<file path="src/include/screen_macros.svh">
// ******************************
// screen macros
// screen geometry, picture windows,
// buffer depth and APB address map
// ******************************
`ifndef SCREEN_MACROS_SVH
`define SCREEN_MACROS_SVH

`define SCREEN_W    64          // reduced screen
`define SCREEN_H    48
`define COORD_W     6           // bits per pixel coordinate

`define BG_W        32          // background, drawn at double scale
`define BG_H        24

`define START_X0    16          // start picture window
`define START_Y0    8
`define START_W     32
`define START_H     16

`define OVER_X0     16          // game-over picture window
`define OVER_Y0     20
`define OVER_W      32
`define OVER_H      8

`define FIFO_DEPTH  4
`define PIC_AW      10          // covers the largest picture

`define ADDR_CTRL   16'h0000
`define ADDR_BG     16'h1000
`define ADDR_START  16'h2000
`define ADDR_OVER   16'h3000

`endif

</file>
<file path="src/screen_pkg.sv">
// ******************************
// screen_pkg
// game mode and picture word types
// ******************************
`default_nettype none

package screen_pkg;

	typedef enum logic [1:0] {
		MODE_START = 2'd0,
		MODE_PLAY  = 2'd1,
		MODE_OVER  = 2'd2
	} game_mode_t;                  // 3 is rejected at the register

	typedef struct packed {
		logic [2:0] r;
		logic [2:0] g;
		logic [1:0] b;
	} rgb332_t;                     // background colour

	typedef struct packed {
		logic [4:0] pad;
		logic       r_set;
		logic       g_set;
		logic       b_set;
	} mask3_t;                      // overlay channel mask

	// one stored byte, read either way depending on the picture
	typedef union packed {
		rgb332_t rgb;
		mask3_t  mask;
	} pic_word_u;

endpackage

`default_nettype wire

</file>
<file path="src/pixel_if.sv">
// ******************************
// pixel_if
// pixel request with valid/ready
// ******************************
`default_nettype none
`timescale 1ns/1ps
`include "screen_macros.svh"

interface pixel_if import screen_pkg::*; ();
	logic                valid;
	logic                ready;
	logic [`COORD_W-1:0] x;
	logic [`COORD_W-1:0] y;
	game_mode_t          mode;      // mode of the frame this pixel belongs to

	modport source (output valid, output x, output y, output mode, input ready);
	modport sink   (input valid, input x, input y, input mode, output ready);
endinterface

`default_nettype wire

</file>
<file path="src/pixel_fifo.sv">
// ******************************
// pixel_fifo
// fall-through request buffer
// ******************************
`default_nettype none
`timescale 1ns/1ps
`include "screen_macros.svh"

module pixel_fifo import screen_pkg::*; #(
	parameter int DEPTH = `FIFO_DEPTH
) (
	input  wire     clk,
	input  wire     rst,
	pixel_if.sink   in,
	pixel_if.source out
);

	localparam int PW = $clog2(DEPTH);

	logic [`COORD_W-1:0] x_mem [DEPTH];
	logic [`COORD_W-1:0] y_mem [DEPTH];
	game_mode_t          mode_mem [DEPTH];
	logic [PW-1:0]       wr_ptr;
	logic [PW-1:0]       rd_ptr;
	logic [PW:0]         count;
	logic                full;
	logic                push;
	logic                pop;

	assign full = (int'(count) == DEPTH);
	assign push = in.valid && in.ready;
	assign pop  = out.valid && out.ready;

	assign in.ready  = !full;
	assign out.valid = (count != '0);
	assign out.x     = x_mem[rd_ptr];       // head seen the cycle after the push
	assign out.y     = y_mem[rd_ptr];
	assign out.mode  = mode_mem[rd_ptr];

	always_ff @(posedge clk)
	begin
		if (push)
		begin
			x_mem[wr_ptr]    <= in.x;
			y_mem[wr_ptr]    <= in.y;
			mode_mem[wr_ptr] <= in.mode;
		end
	end

	always_ff @(posedge clk)
	begin
		if (rst)
		begin
			wr_ptr <= '0;
			rd_ptr <= '0;
			count  <= '0;
		end
		else
		begin
			if (push)
				wr_ptr <= (int'(wr_ptr) == DEPTH - 1) ? '0 : wr_ptr + 1'b1;
			if (pop)
				rd_ptr <= (int'(rd_ptr) == DEPTH - 1) ? '0 : rd_ptr + 1'b1;
			case ({push, pop})
				2'b10:   count <= count + 1'b1;
				2'b01:   count <= count - 1'b1;
				default: count <= count;
			endcase
		end
	end

	a_no_push_full: assert property (@(posedge clk) disable iff (rst)
		full && !pop |=> full && $stable(wr_ptr));

endmodule

`default_nettype wire

</file>
<file path="src/flat_wrapper.sv">
// flat-port wrapper written by rule: the top's interface ports become plain ports
module pixel_fifo_flat import screen_pkg::*;
#(
	parameter int DEPTH = `FIFO_DEPTH
)
  (clk, rst, in_valid, in_x, in_y, in_mode, in_ready, out_valid, out_x, out_y, out_mode, out_ready);
  pixel_if in_i ();
  pixel_if out_i ();
  input  wire clk;
  input  wire rst;
  input wire logic [$bits(in_i.valid)-1:0] in_valid;
  input wire logic [$bits(in_i.x)-1:0] in_x;
  input wire logic [$bits(in_i.y)-1:0] in_y;
  input wire logic [$bits(in_i.mode)-1:0] in_mode;
  output wire logic [$bits(in_i.ready)-1:0] in_ready;
  output wire logic [$bits(out_i.valid)-1:0] out_valid;
  output wire logic [$bits(out_i.x)-1:0] out_x;
  output wire logic [$bits(out_i.y)-1:0] out_y;
  output wire logic [$bits(out_i.mode)-1:0] out_mode;
  input wire logic [$bits(out_i.ready)-1:0] out_ready;
  assign in_i.valid = in_valid;
  assign in_i.x = in_x;
  assign in_i.y = in_y;
  assign in_i.mode = in_mode;
  assign in_ready = in_i.ready;
  assign out_valid = out_i.valid;
  assign out_x = out_i.x;
  assign out_y = out_i.y;
  assign out_mode = out_i.mode;
  assign out_i.ready = out_ready;
  pixel_fifo #(.DEPTH(DEPTH)) u_core (.clk(clk), .rst(rst), .in(in_i), .out(out_i));
endmodule
</file>
<file path="config.mk">
export PLATFORM = sky130hd
export DESIGN_NAME = pixel_fifo_flat
export DESIGN_NICKNAME = d
export VERILOG_FILES = /design/src/screen_pkg.sv /design/src/pixel_if.sv /design/src/pixel_fifo.sv /design/src/flat_wrapper.sv
export VERILOG_INCLUDE_DIRS = /design/src /design/src/include
export SDC_FILE = /design/constraint.sdc
export NUM_CORES = 1
export LEC_CHECK = 0
export BUFFER_PORTS_ARGS = -buffer_cell sky130_fd_sc_hd__buf_2
export CORE_ASPECT_RATIO = 1.25
export CORE_MARGIN = 3
export CORE_UTILIZATION = 40
export CTS_CLUSTER_DIAMETER = 150
export DETAILED_ROUTE_END_ITERATION = 7
export GPL_ROUTABILITY_DRIVEN = 0
export MAX_ROUTING_LAYER = met4
export PLACE_DENSITY = 0.66
export SLEW_MARGIN = 20
export SYNTH_ARGS = -nofsm -noshare
export SYNTH_HDL_FRONTEND = slang
export SYNTH_SLANG_ARGS = --single-unit
</file>
<file path="constraint.sdc">
create_clock -name clk -period 6.5 [get_ports clk]
set_clock_uncertainty 0.2 [all_clocks]
set_input_delay 1.3 -clock clk [delete_from_list [all_inputs] [get_ports clk]]
set_output_delay 1.3 -clock clk [all_outputs]
set_load 0.03 [all_outputs]
</file>
After elaboration in Yosys (flattened, before gate mapping)
Memories as Yosys holds them, arrays and structs flattened. A register that Yosys moved wholly into a read port is not among the register bits. Index checks and enable logic that the tools add are counted.

Add/subtract/negate cells: 4. Equality and inequality tests: 5. Mux-type cells: 11. Reductions and logical operators: 5.

Operators by type and width (count): 2-bit 2-to-1 mux (8); 2-bit by 1-bit equality test with 1-bit output, second input constant (3); 3-bit case mux with 2 select lines (1); 2-bit by 1-bit adder with 2-bit output, second input constant (2); 3-bit by 1-bit adder with 3-bit output, second input constant (1); 3-bit equality test, second input constant (1); 3-bit nonzero test (1); 3-bit by 1-bit subtractor with 3-bit output, second input constant (1); 2-bit equality test, second input constant (1); 1-bit logical AND (2); 1-bit 2-to-1 mux (2); 2-bit nonzero test (1); 1-bit zero test (1).

Register bits after elaboration: 7. Memory bits (writable): 56. Memories: 3. Output and inout bits: 16.

Memories: u_core.x_mem (words 4, width 6, rd ports 1, clocked after Yosys merged registers in 1, wr ports 1, line pixel_fifo.sv:20) `` logic [`COORD_W-1:0] x_mem [DEPTH]; ``; u_core.y_mem (words 4, width 6, rd ports 1, clocked after Yosys merged registers in 1, wr ports 1, line pixel_fifo.sv:21) `` logic [`COORD_W-1:0] y_mem [DEPTH]; ``; u_core.mode_mem (words 4, width 2, rd ports 1, clocked after Yosys merged registers in 1, wr ports 1, line pixel_fifo.sv:22) `game_mode_t mode_mem [DEPTH];`.

Depth between registers and ports, before layout
Gate-level depths: netlist (run 1).

Word-level depth: 5. Mapped depth: 9.

Worst setup path before layout (run 1)
Ideal clock, no wire load.

Kind: input port to flip-flop. Start point: in out_ready. End point: reg u_core.count[2]. Stages: 8. Slack: 3.621 ns. Data required time: 6.230 ns. Buffers on the path: 0. Data arrival time: 2.609 ns. Cell sequence: o31ai_1 -> inv_1 -> ha_1 -> inv_1 -> fa_1 -> xor2_1 -> or3_1 -> a21oi_1.

Word-level cells in the longest chain between the ends: 3. Elaborated cells on any way between the ends: 5.

RTL lines: start: declaration (line flat_wrapper.sv:20) `input wire logic [$bits(out_i.ready)-1:0] out_ready;`; 1-bit logical AND * (line pixel_fifo.sv:32) `assign pop = out.valid && out.ready;`; net u_core.pop (line pixel_fifo.sv:28) `logic pop;`; 2-bit by 1-bit equality test with 1-bit output or 2-bit equality test (tied branches) (line pixel_fifo.sv:64) `case ({push, pop})`; 3-bit case mux with 2 select lines or 2-bit nonzero test (tied branches); end signal: assignment (line pixel_fifo.sv:65) `2'b10: count <= count + 1'b1;`; end signal: assignment (line pixel_fifo.sv:66) `2'b01: count <= count - 1'b1;`; end signal: assignment (line pixel_fifo.sv:67) `default: count <= count;`; end: declaration (line pixel_fifo.sv:25) `logic [PW:0] count;`.

The timed path passes the listed nets; every way through them passes the cells marked *. A chain may end at the register's enable or synchronous reset.

==> results by group, run 1 <==
Timing
  – Setup_tns: 0 ps
  – Relative slew slack: 0.3541
  – RSZ-0062 raised after global routing: no
  – Max Slew Vio Count: 0
  – Max Clock Freq: 0.2771 GHz
  – Tcrit/Tclk final: 0.5552
  – Tmin final: 3609 ps
  – Final hold violation count: 0
  – Worst slew pin tran: 967.6 ps
  – Final setup fails: 0

Route
  – Vias per cell: 4.940
  – Wire length per cell: 16.44 µm
  – DRT Pass-1 Iters: 4
  – Antenna viol nets, final: 0
  – DRC: 0
  – Post-Route WL: 4.126 mm
  – Total number of vias: about 1200
  – DR iter-0 viols: 56

Worst setup path
  – Worst path max stage delay: 960 ps
  – Critical path's slowest cell: dfxtp_1
  – WP data arrival: around 2100 ps
  – Setup CP Type: flop to output pin
  – R2R Path Start: u_core.count[2]$_SDFFE_PP0P_
  – Critical path cell sequence: mux4_2 > buf_2
  – Crit. End Element: output pin
  – CP Max Fanout: 14
  – CP top delay family: flip-flops
  – Crit path buf inv count: 1
  – CP Data Required Time: 5000 ps
  – CP startpoint kind: flop

Clock network
  – CTS tree: done
  – Reg clk slew, reported paths: roughly 70 ps
  – Post-CTS Setup Repair Bufs: 0
  – Clock sink total: 65
  – Post-cts sizing count: 0
  – Post-cts hold buffer count: 0
  – H-tree depth: 3
  – Num CTS Buffers: 9
  – Clk_lat worst skew: roughly 330 ps
  – Bufs on Longest Clock Path: 2
  – Root buf cell: clkbuf_8

Cells and area
  – Final Util: 0.4980
  – Fillers: 484
  – Diodes inserted: 0
  – Synth-to-Final Area Change: 17.69%
  – Fin cells: 251
  – Layout cells sized above 1: 0.4024
  – Final #Nets: 189

Power and ir drop
  – Worst IR Drop VDD: 147.9 µV
  – Cell Pwr Density: 402.0 mW/mm²
  – Leakage: 1.052 nW

Placement
  – DP Wirelength: approximately 2.8 mm
  – Placed Instances: 235
  – # port buffers: 33

Synth
  – Synthesized instance count: 125
  – Syn_area_per_cell: roughly 20 µm²
  – Most common cell in the synthesized netlist: edfxtp_1
  – Async S/R FF share, synth: 0
  – Ranking of synthesized cells by area: edfxtp_1 (67%), mux4_2 (13%), dfxtp_1 (7.2%), ha_1 (3.0%), and3_2 (1.2%)
  – Synth top cells by count: edfxtp_1 (56), mux4_2 (14), dfxtp_1 (9)
  – Syn. warnings: 0
  – Post-Syn Area: 0.002511 mm²
  – Number of synthesized flops with an enable pin: 56
  – Seq/Total Area, Yosys: 0.7414
  – Cell taking the most area after synthesis: edfxtp_1
  – FF+latch count, synth: 65
  – Post-synth net total: 150
  – Synth top area share: 0.6697
  – Count of different cell masters after synthesis: 26
  – Dominant synthesized flop cell: edfxtp_1

GRT
  – Total GRT Usage: 0.1293
  – Initial antenna violation count: 0
  – Global route overflow: 0
  – First-pass GRT wire length: 6.596 mm
  – Pin count of the biggest net entering global routing: 15
  – Vias in the first global route: 1358

Die
  – Die area: 0.007271 mm²
  – Die W: 76.87 µm
  – Die Y: 94.59 µm
  – IO Count: 34
  – Starting density of the core: 0.4231
  – Site Rows: 31
  – Core area: just under 0.006 mm²

Job
  – Max cap viols: 0

Hold path
  – Hold path startpoint: u_core.rd_ptr[0]$_SDFFE_PP0P_
  – Hold Path Class: flop to flop

Status
  – Status: finished, final reports clean
==> path summary, 6_finish.rpt <==
kind                                                      to  slack [ps]  cells after the start
worst max-delay path                             out_mode[0]        2890                      2
worst min register to register                          flop         300                      2
worst min-delay path                                    flop         300                      2
worst max register to register  u_core.count[2]$_SDFFE_PP0P_        3990                      8
==> worst register-to-register path: stages, from the launching register on <==
cell and delay, ps:
dfxtp_1 380, or3b_1 470, nand2_2 150, ha_1 190
inv_1 60, fa_1 370, xor2_1 160, or3_1 310
a21oi_1 160
==> power by group <==
part	internal, mW	total, mW	switching (mW)
registers	0.505	0.548	0.0429
logic	0.120	0.294	0.174
clock network	0.208	0.346	0.137
total	0.833	1.19	0.355
==> cells by family after synthesis <==
family / Yosys count / share of synthesized area
buffers and inverters: 11 / 0.02142
DFF: 65 / 0.7414
xor gates and xnor gates: 2 / 0.006977
and+or+nand+nor: 17 / 0.04086
adders and majority gates: 7 / 0.03787
muxes: 16 / 0.1335
AOI/OAI and AO/OA: 7 / 0.01794
==> final cells by class <==
type                    instances  area (µm²)  share of cell area
clock buffers                  14       172.7             0.05843
repair buffers                 33       165.2             0.05588
multi-input cells              49       595.6              0.2015
well taps                      82       102.6             0.03472
inverters                       6       22.52            0.007621
clock inverters                 2       35.03             0.01185
flip-flops and latches         65        1862              0.6300
==> flip-flops by register name, summed over array words and instances, names as in the netlist, named ones only <==
signal and flops:
u_core.y_mem 24, u_core.rd_ptr 2, u_core.count 3, u_core.mode_mem 8, u_core.x_mem 24, u_core.wr_ptr 2
==> layout by cell type (no fill, tap or decap), drive strengths merged <==
master,Yosys,final
bufinv,0,1
clkbuf,1,14
nand2,2,2
o21ai,2,2
a211o,1,1
ha,6,6
inv,6,6
fa,1,1
edfxtp,56,56
or3b,1,1
or3,4,4
nand2b,2,2
buf,4,33
nor2,4,4
and3,4,4
a21oi,3,3
mux2i,2,2
xor2,2,2
mux4,14,14
clkinv,0,1
o31ai,1,1
dfxtp,9,9
==> per-stage QoR <==
step | instance area, µm² | setup slack [ps] | hold slack (ps) | total power, mW
after floorplan | 2511 | 3621 | 263.4 | 0.7787
after global placement | 2748 | 3195 | 271.6 | 0.8421
after detailed placement | 2748 | 3183 | 292.5 | 0.8582
after CTS | 2955 | 2810 | 301.5 | 1.205
after global routing | 2955 | 2704 | 321.5 | 1.249
final | 2955 | 2891 | 301.7 | 1.188
==> metal layers <==
layer	routed length [µm]	vias to the layer above	track usage
met5	0	-	-
met4	99	0	0.07251
met3	185	10	0.04008
met2	2145	35	0.2202
met1	1695	625	0.1332
li1	-	570	-
No activity file was read; power rests on OpenSTA's default activity.
==> run 2: changes to the inputs <==
--- a/config.mk
+++ b/config.mk
@@ -6,6 +6,7 @@
 export SDC_FILE = /design/constraint.sdc
 export NUM_CORES = 1
 export LEC_CHECK = 0
+export ABC_AREA = 1
 export BUFFER_PORTS_ARGS = -buffer_cell sky130_fd_sc_hd__buf_2
 export CORE_ASPECT_RATIO = 1.25
 export CORE_MARGIN = 3
==> constraint.sdc (replaced) <==
create_clock -name clk -period 3.7 [get_ports clk]
set_clock_uncertainty 0.2 [all_clocks]
set_input_delay 0.74 -clock clk [delete_from_list [all_inputs] [get_ports clk]]
set_output_delay 0.74 -clock clk [all_outputs]
set_load 0.03 [all_outputs]
==> run 2 against run 1 <==
  * Non-clock buffer count up 5
  * Sequential share of layout area down 0.92 points
  * Utilization down 1.8 points
  * Critical path depth up 2
  * Clock power up 41%
  * Power up 82%
  * Critical path type unchanged
  * Critical endpoint is now out_y[5]
  * Largest power group unchanged
==> results by group, run 2 <==
Status
  – Status: finished, final reports clean

Route
  – DRT Pass-1 Iters: 4
  – DRC: 0
  – Antenna viol nets, final: 0
  – Wire length per cell: 13.85 µm
  – Total number of vias: between 1500 and 2000
  – Post-Route WL: about 4.7 mm
  – DR iter-0 viols: between 100 and 150
  – Vias per cell: roughly 4.8

Worst setup path
  – CP Max Fanout: 18
  – Worst path max stage delay: 560 ps
  – Critical path cell sequence: buf_4 > o21ai_0 > o22ai_1 > buf_2
  – WP data arrival: around 1800 ps
  – CP top delay family: flip-flops
  – Worst R2R End: u_core.count[2]$_SDFFE_PP0P_
  – R2R Setup Slk: 1690 ps
  – R2R Path Start: u_core.count[0]$_SDFFE_PP0P_
  – Crit. End Element: output pin
  – Critical path's slowest cell: dfxtp_1
  – CP startpoint kind: flop
  – Crit path buf inv count: 2
  – Setup CP Type: flop to output pin
  – CP Data Required Time: 2760 ps
  – R2r worst-path depth: 12

Die
  – Die W: 78.10 µm
  – IO Count: 34
  – Die area: 0.007506 mm²
  – Site Rows: 32
  – Core area: 0.006246 mm²
  – Starting density of the core: 0.4161
  – Die Y: around 96 µm

Cells and area
  – Synth-to-Final Area Change: 15.41%
  – Final #Nets: 272
  – Final Util: 0.4802
  – Layout cells sized above 1: 0.2262
  – Diodes inserted: 0
  – Commonest non-fill, non-tap cell in the layout: edfxtp_1
  – Most frequent cells in the layout: edfxtp_1 (56), nor2_1 (39), buf_2 (33)
  – Top flop regs: u_core.x_mem (24), u_core.y_mem (24), u_core.mode_mem (8)

Clock network
  – Clk_lat worst skew: between 300 and 400 ps
  – Post-CTS Setup Repair Bufs: 0
  – Bufs on Longest Clock Path: 2
  – H-tree depth: 3
  – Clock sink total: 65
  – Num CTS Buffers: 9
  – CTS tree: done
  – Reg clk slew, reported paths: roughly 70 ps
  – Post-cts hold buffer count: 0
  – Post-cts sizing count: 0
  – Root buf cell: clkbuf_8

Hold path
  – Hold path startpoint: u_core.count[0]$_SDFFE_PP0P_
  – Hold Path Class: flop to flop
  – WHS Endpoint: u_core.count[0]$_SDFFE_PP0P_
  – Hold path depth: 1

Synth
  – Ranking of synthesized cells by area: edfxtp_1 (65%), dfxtp_1 (6.9%), nor2_1 (5.6%), o21ai_0 (4.6%), o22ai_1 (3.4%)
  – Most common cell in the synthesized netlist: edfxtp_1
  – FF+latch count, synth: between 60 and 70
  – Syn. warnings: 0
  – Post-Syn Area: 0.002599 mm²
  – Dominant synthesized flop cell: edfxtp_1
  – Async S/R FF share, synth: 0
  – Post-synth net total: 230
  – Count of different cell masters after synthesis: 21
  – Synth top cells by count: edfxtp_1 (56), nor2_1 (39), o21ai_0 (24)
  – Cell taking the most area after synthesis: edfxtp_1
  – Synth top area share: 0.6471
  – Seq/Total Area, Yosys: 0.7164
  – Number of synthesized flops with an enable pin: 56
  – Synthesized instance count: 205
  – Syn_area_per_cell: 12.68 µm²

Timing
  – Max Clock Freq: 0.3713 GHz
  – Final hold violation count: 0
  – Tcrit/Tclk final: 0.7280
  – Max Slew Vio Count: 0
  – Final setup fails: 0
  – Setup ws final: 1006 ps
  – Relative slew slack: 0.6617
  – Tmin final: 2694 ps
  – Setup_tns: 0 ps
  – Worst slew pin tran: 506.8 ps
  – RSZ-0062 raised after global routing: no

GRT
  – First-pass GRT wire length: approximately 7.4 mm
  – Pin count of the biggest net entering global routing: 29
  – Initial antenna violation count: 0
  – Global route overflow: 0
  – Vias in the first global route: 1577
  – Total GRT Usage: 0.1367

Job
  – Max cap viols: 0

Power and ir drop
  – Worst IR Drop VDD: 328.7 µV
  – Leakage: 1.138 nW
  – Power Total: 2.159 mW
  – Cell Pwr Density: between 700 and 800 mW/mm²

Placement
  – # port buffers: 33
  – DP Wirelength: 3.033 mm
  – Post-place setup slack: 1358 ps
[run 2: changes by cell type after synthesis, moves of 6 or more]
cell,previous run,this run
inv_1,6,16
o21ai_0,1,24
nor2_1,4,39
o21ai_1,0,6
nand2_1,1,12
mux4_2,14,0
o22ai_1,0,14
[run 2: worst max-delay path by stage]
stage | startpoint | to | slack, ps | cells after the start
floorplan | flop | out_x[0] | 1620 | 4
finish | flop | out_y[5] | 1010 | 4
global route | flop | out_y[5] | 890 | 4
global placement | flop | out_y[0] | 1430 | 4
CTS | flop | out_y[5] | 990 | 4
detailed placement | flop | out_y[5] | 1360 | 4
[run 2: worst register-to-register path: cells and delay by family, from the launching register on]
family | cells | cell delay, ps
simple gates | 7 | 620
fa+ha+maj | 2 | 580
flops | 1 | 340
buf+inv | 3 | 170
[run 2: layout make-up]
class	instances	area, µm²
Clock buffer	9	123.9
Clock inverter	7	37.54
Fill cell	599	3247
Inverter	18	67.56
Multi-Input combinational cell	115	599.3
Sequential cell	65	1862
Tap cell	85	106.4
Timing Repair Buffer	38	202.7
[run 2: metal layers]
layer / vias to the layer above / part of all wire / global-route usage
met1: 780 / 0.44 / 0.1515
met5: - / 0 / -
met3: 4 / 0.052 / 0.03839
met2: 38 / 0.51 / 0.2257
li1: 809 / - / -
met4: 0 / 0.0066 / 0.07289
[run 2: cells by family (layout without fill, tap and decap cells)]
logic type / after synthesis / count (layout) / share of synthesized area
adders and majority gates: 7 / 7 / 0.03659
DFF: 65 / 65 / 0.7164
buffers and inverters: 25 / 72 / 0.05296
and+or+nand+nor: 59 / 59 / 0.09292
AOI/OAI and AO/OA: 49 / 49 / 0.1011
[run 2: power breakdown]
part | internal [mW] | switching [mW]
clock network | 0.234 | 0.254
registers | 0.890 | 0.0610
logic | 0.211 | 0.510
[run 2: metrics by stage]
stage	instances	hold WS [ps]	instance area, µm²
detailed placement	321	280.9	2838
finish	337	302.0	2999
global route	337	340.6	2999
floorplan	205	253.8	2599
global placement	321	271.5	2838
CTS	337	297.6	2999
==> run 3: changes to the inputs <==
--- a/config.mk
+++ b/config.mk
@@ -15,7 +15,7 @@
 export DETAILED_ROUTE_END_ITERATION = 7
 export GPL_ROUTABILITY_DRIVEN = 0
 export MAX_ROUTING_LAYER = met4
-export PLACE_DENSITY = 0.66
+export PLACE_DENSITY = 0.68
 export SLEW_MARGIN = 20
 export SYNTH_ARGS = -nofsm -noshare
 export SYNTH_HDL_FRONTEND = slang
==> constraint.sdc (replaced) <==
create_clock -name clk -period 2.4 [get_ports clk]
set_clock_uncertainty 0.2 [all_clocks]
set_input_delay 0.48 -clock clk [delete_from_list [all_inputs] [get_ports clk]]
set_output_delay 0.48 -clock clk [all_outputs]
set_load 0.03 [all_outputs]
==> run 3 against run 2 <==
  * Worst setup slack lost 830 ps
  * Clock-buffer cell count increased by 1
  * Critical path type unchanged
  * Power grew 60%
  * Cell area up 1.2%
  * Register-to-register slack worse by 1300 ps
  * Largest cell class unchanged
  * Wire length grew 3.1%
  * Global-route usage rose by 0.26 points
  * Cell count increased by 0.30%
  * Die area did not move
  * Combinational power rose by 61%
  * Critical endpoint is now out_mode[1]
  * Non-clock buffer count is 2 higher
  * Critical path depth unchanged
==> results by group, run 3 (synthesized netlist as in run 2, its figures left out) <==
Timing
  – Relative slew slack: 0.8159
  – Max Clock Freq: ~0.45 GHz
  – Final setup fails: 0
  – Final hold violation count: 0
  – RSZ-0062 raised after global routing: no
  – Tmin final: 2226 ps
  – Worst slew pin tran: 276.2 ps
  – Setup_tns: 0 ps
  – Setup ws final: 173.8 ps
  – Max Slew Vio Count: 0
  – Tcrit/Tclk final: 0.9276
  – Min Hold Slack: between 150 and 200 ps

Worst setup path
  – CP Max Fanout: 16
  – CP startpoint kind: flop
  – Critical path's slowest cell: dfxtp_1
  – CP Data Required Time: between 1500 and 2000 ps
  – Worst path max stage delay: 400 ps
  – Setup CP Type: flop to output pin
  – WP data arrival: 1550 ps
  – Crit. End Element: output pin
  – Critical path cell sequence: buf_4 > o21ai_0 > o22ai_1 > buf_2

Job
  – Max cap viols: 0

Route
  – DRC: 0
  – Antenna viol nets, final: 0
  – Wire length per cell: 14.23 µm
  – Total number of vias: ~1700
  – DR iter-0 viols: 101
  – Post-Route WL: 4.811 mm
  – DRT Pass-1 Iters: 4
  – Vias per cell: 4.882

GRT
  – GRT met3 Usage: 0.03464
  – Global routing met1 resource utilization: 0.1578
  – Total GRT Usage: 0.1392
  – Top Usage Layer GRT: met2
  – Vias in the first global route: 1552
  – Global route overflow: 0
  – Initial antenna violation count: 0
  – Pin count of the biggest net entering global routing: 29
  – GRT met2 Usage: 0.2229
  – First-pass GRT wire length: 7.445 mm

Clock network
  – Num CTS Buffers: 9
  – Post-cts hold buffer count: 0
  – Clk_lat worst skew: 320 ps
  – Clock sink total: 65
  – Reg clk slew, reported paths: 70 ps
  – CTS tree: done
  – Bufs on Longest Clock Path: 2
  – Root buf cell: clkbuf_8
  – H-tree depth: 3

Cells and area
  – Top flop regs: u_core.x_mem (24), u_core.y_mem (24), u_core.mode_mem (8)
  – Fillers: 597
  – Final Cell Area: 0.003034 mm²
  – Final #Nets: 274
  – Most frequent cells in the layout: edfxtp_1 (56), nor2_1 (39), buf_2 (33)
  – Commonest non-fill, non-tap cell in the layout: edfxtp_1
  – Synth-to-Final Area Change: 16.75%
  – Layout cells sized above 1: 0.2292
  – Fin cells: 338
  – Diodes inserted: 0

Die
  – Core area: roughly 0.0062 mm²
  – Die W: 78.10 µm
  – Site Rows: 32
  – Die area: 0.007506 mm²
  – Die Y: 96.12 µm
  – Starting density of the core: 0.4161
  – IO Count: 34

Status
  – Status: finished, final reports clean

Placement
  – DP Wirelength: 3.043 mm
  – Post-placement cell area: 0.002853 mm²
  – Post-place setup slack: just under 400 ps
  – # port buffers: 33
  – Placed Instances: 323

Power and ir drop
  – Leakage: between 1 and 1.5 nW
  – Worst IR Drop VDD: 521.9 µV
  – Cell Pwr Density: 1138 mW/mm²

Hold path
  – Hold Path Class: input pin to flop
==> run 3: cell count changes in the layout (fill, tap and decap cells not counted) <==
cell	previous run	this run
buf_4	5	7
clkbuf_1	0	1
dfxtp_2	0	1
inv_2	2	0
bufinv_16	0	1
clkinvlp_4	2	0
dfxtp_1	9	8
inv_4	0	2
clkinv_2	3	2
==> run 3: critical path, delay by kind of cell, from the launching register on <==
kind / cells / cell delay (ps)
AOI/OAI and AO/OA: 2 / 340
buffers and inverters: 2 / 490
DFF: 1 / 400
==> run 3: path summary, 6_finish.rpt <==
check	from	end	slack [ps]	cells after the start
worst max-delay path	flop	out_mode[1]	170	4
worst min-delay path	in_x[1]	u_core.x_mem[0][1]$_DFFE_PP_	170	1
worst max register to register	u_core.count[0]$_SDFFE_PP0P_	u_core.count[2]$_SDFFE_PP0P_	410	12
worst min register to register	u_core.count[0]$_SDFFE_PP0P_	u_core.count[0]$_SDFFE_PP0P_	310	1
==> run 3: per-stage QoR <==
step / power (mW) / utilization
after floorplan: 2.340 / -
after CTS: 3.484 / 0.4848
after global placement: 2.616 / 0.4567
after detailed placement: 2.642 / 0.4567
final: 3.453 / 0.4858
after global routing: 3.654 / 0.4858
==> run 3: per-layer routing <==
metal	up-vias	wire length [µm]
met5	-	0
met4	0	108
met3	8	319
met2	49	2308
met1	780	2075
li1	813	-
==> run 3: timing repair <==
action | 4_1_cts | 5_1_grt
resized for setup | 0 | 4
setup endpoints to repair | 0 | 2
buffers inserted | 0 | 0
==> run 3: cell type report <==
| type | count | area (µm²) | area share |
|---|---|---|---|
| Clock buffer | 10 | 127.6 | 0.04206 |
| Clock inverter | 5 | 47.55 | 0.01567 |
| Inverter | 18 | 72.57 | 0.02392 |
| Multi-Input combinational cell | 115 | 599.3 | 0.1975 |
| Sequential cell | 65 | 1863 | 0.6140 |
| Tap cell | 85 | 106.4 | 0.03505 |
| Timing Repair Buffer | 40 | 217.7 | 0.07175 |
==> run 3: where the power goes <==
group          total [mW]  leakage (nW)  switching [mW]  internal, mW
sequential           1.46         0.589          0.0833          1.37
clock               0.840        0.0910           0.377         0.463
combinational        1.16         0.482           0.812         0.343
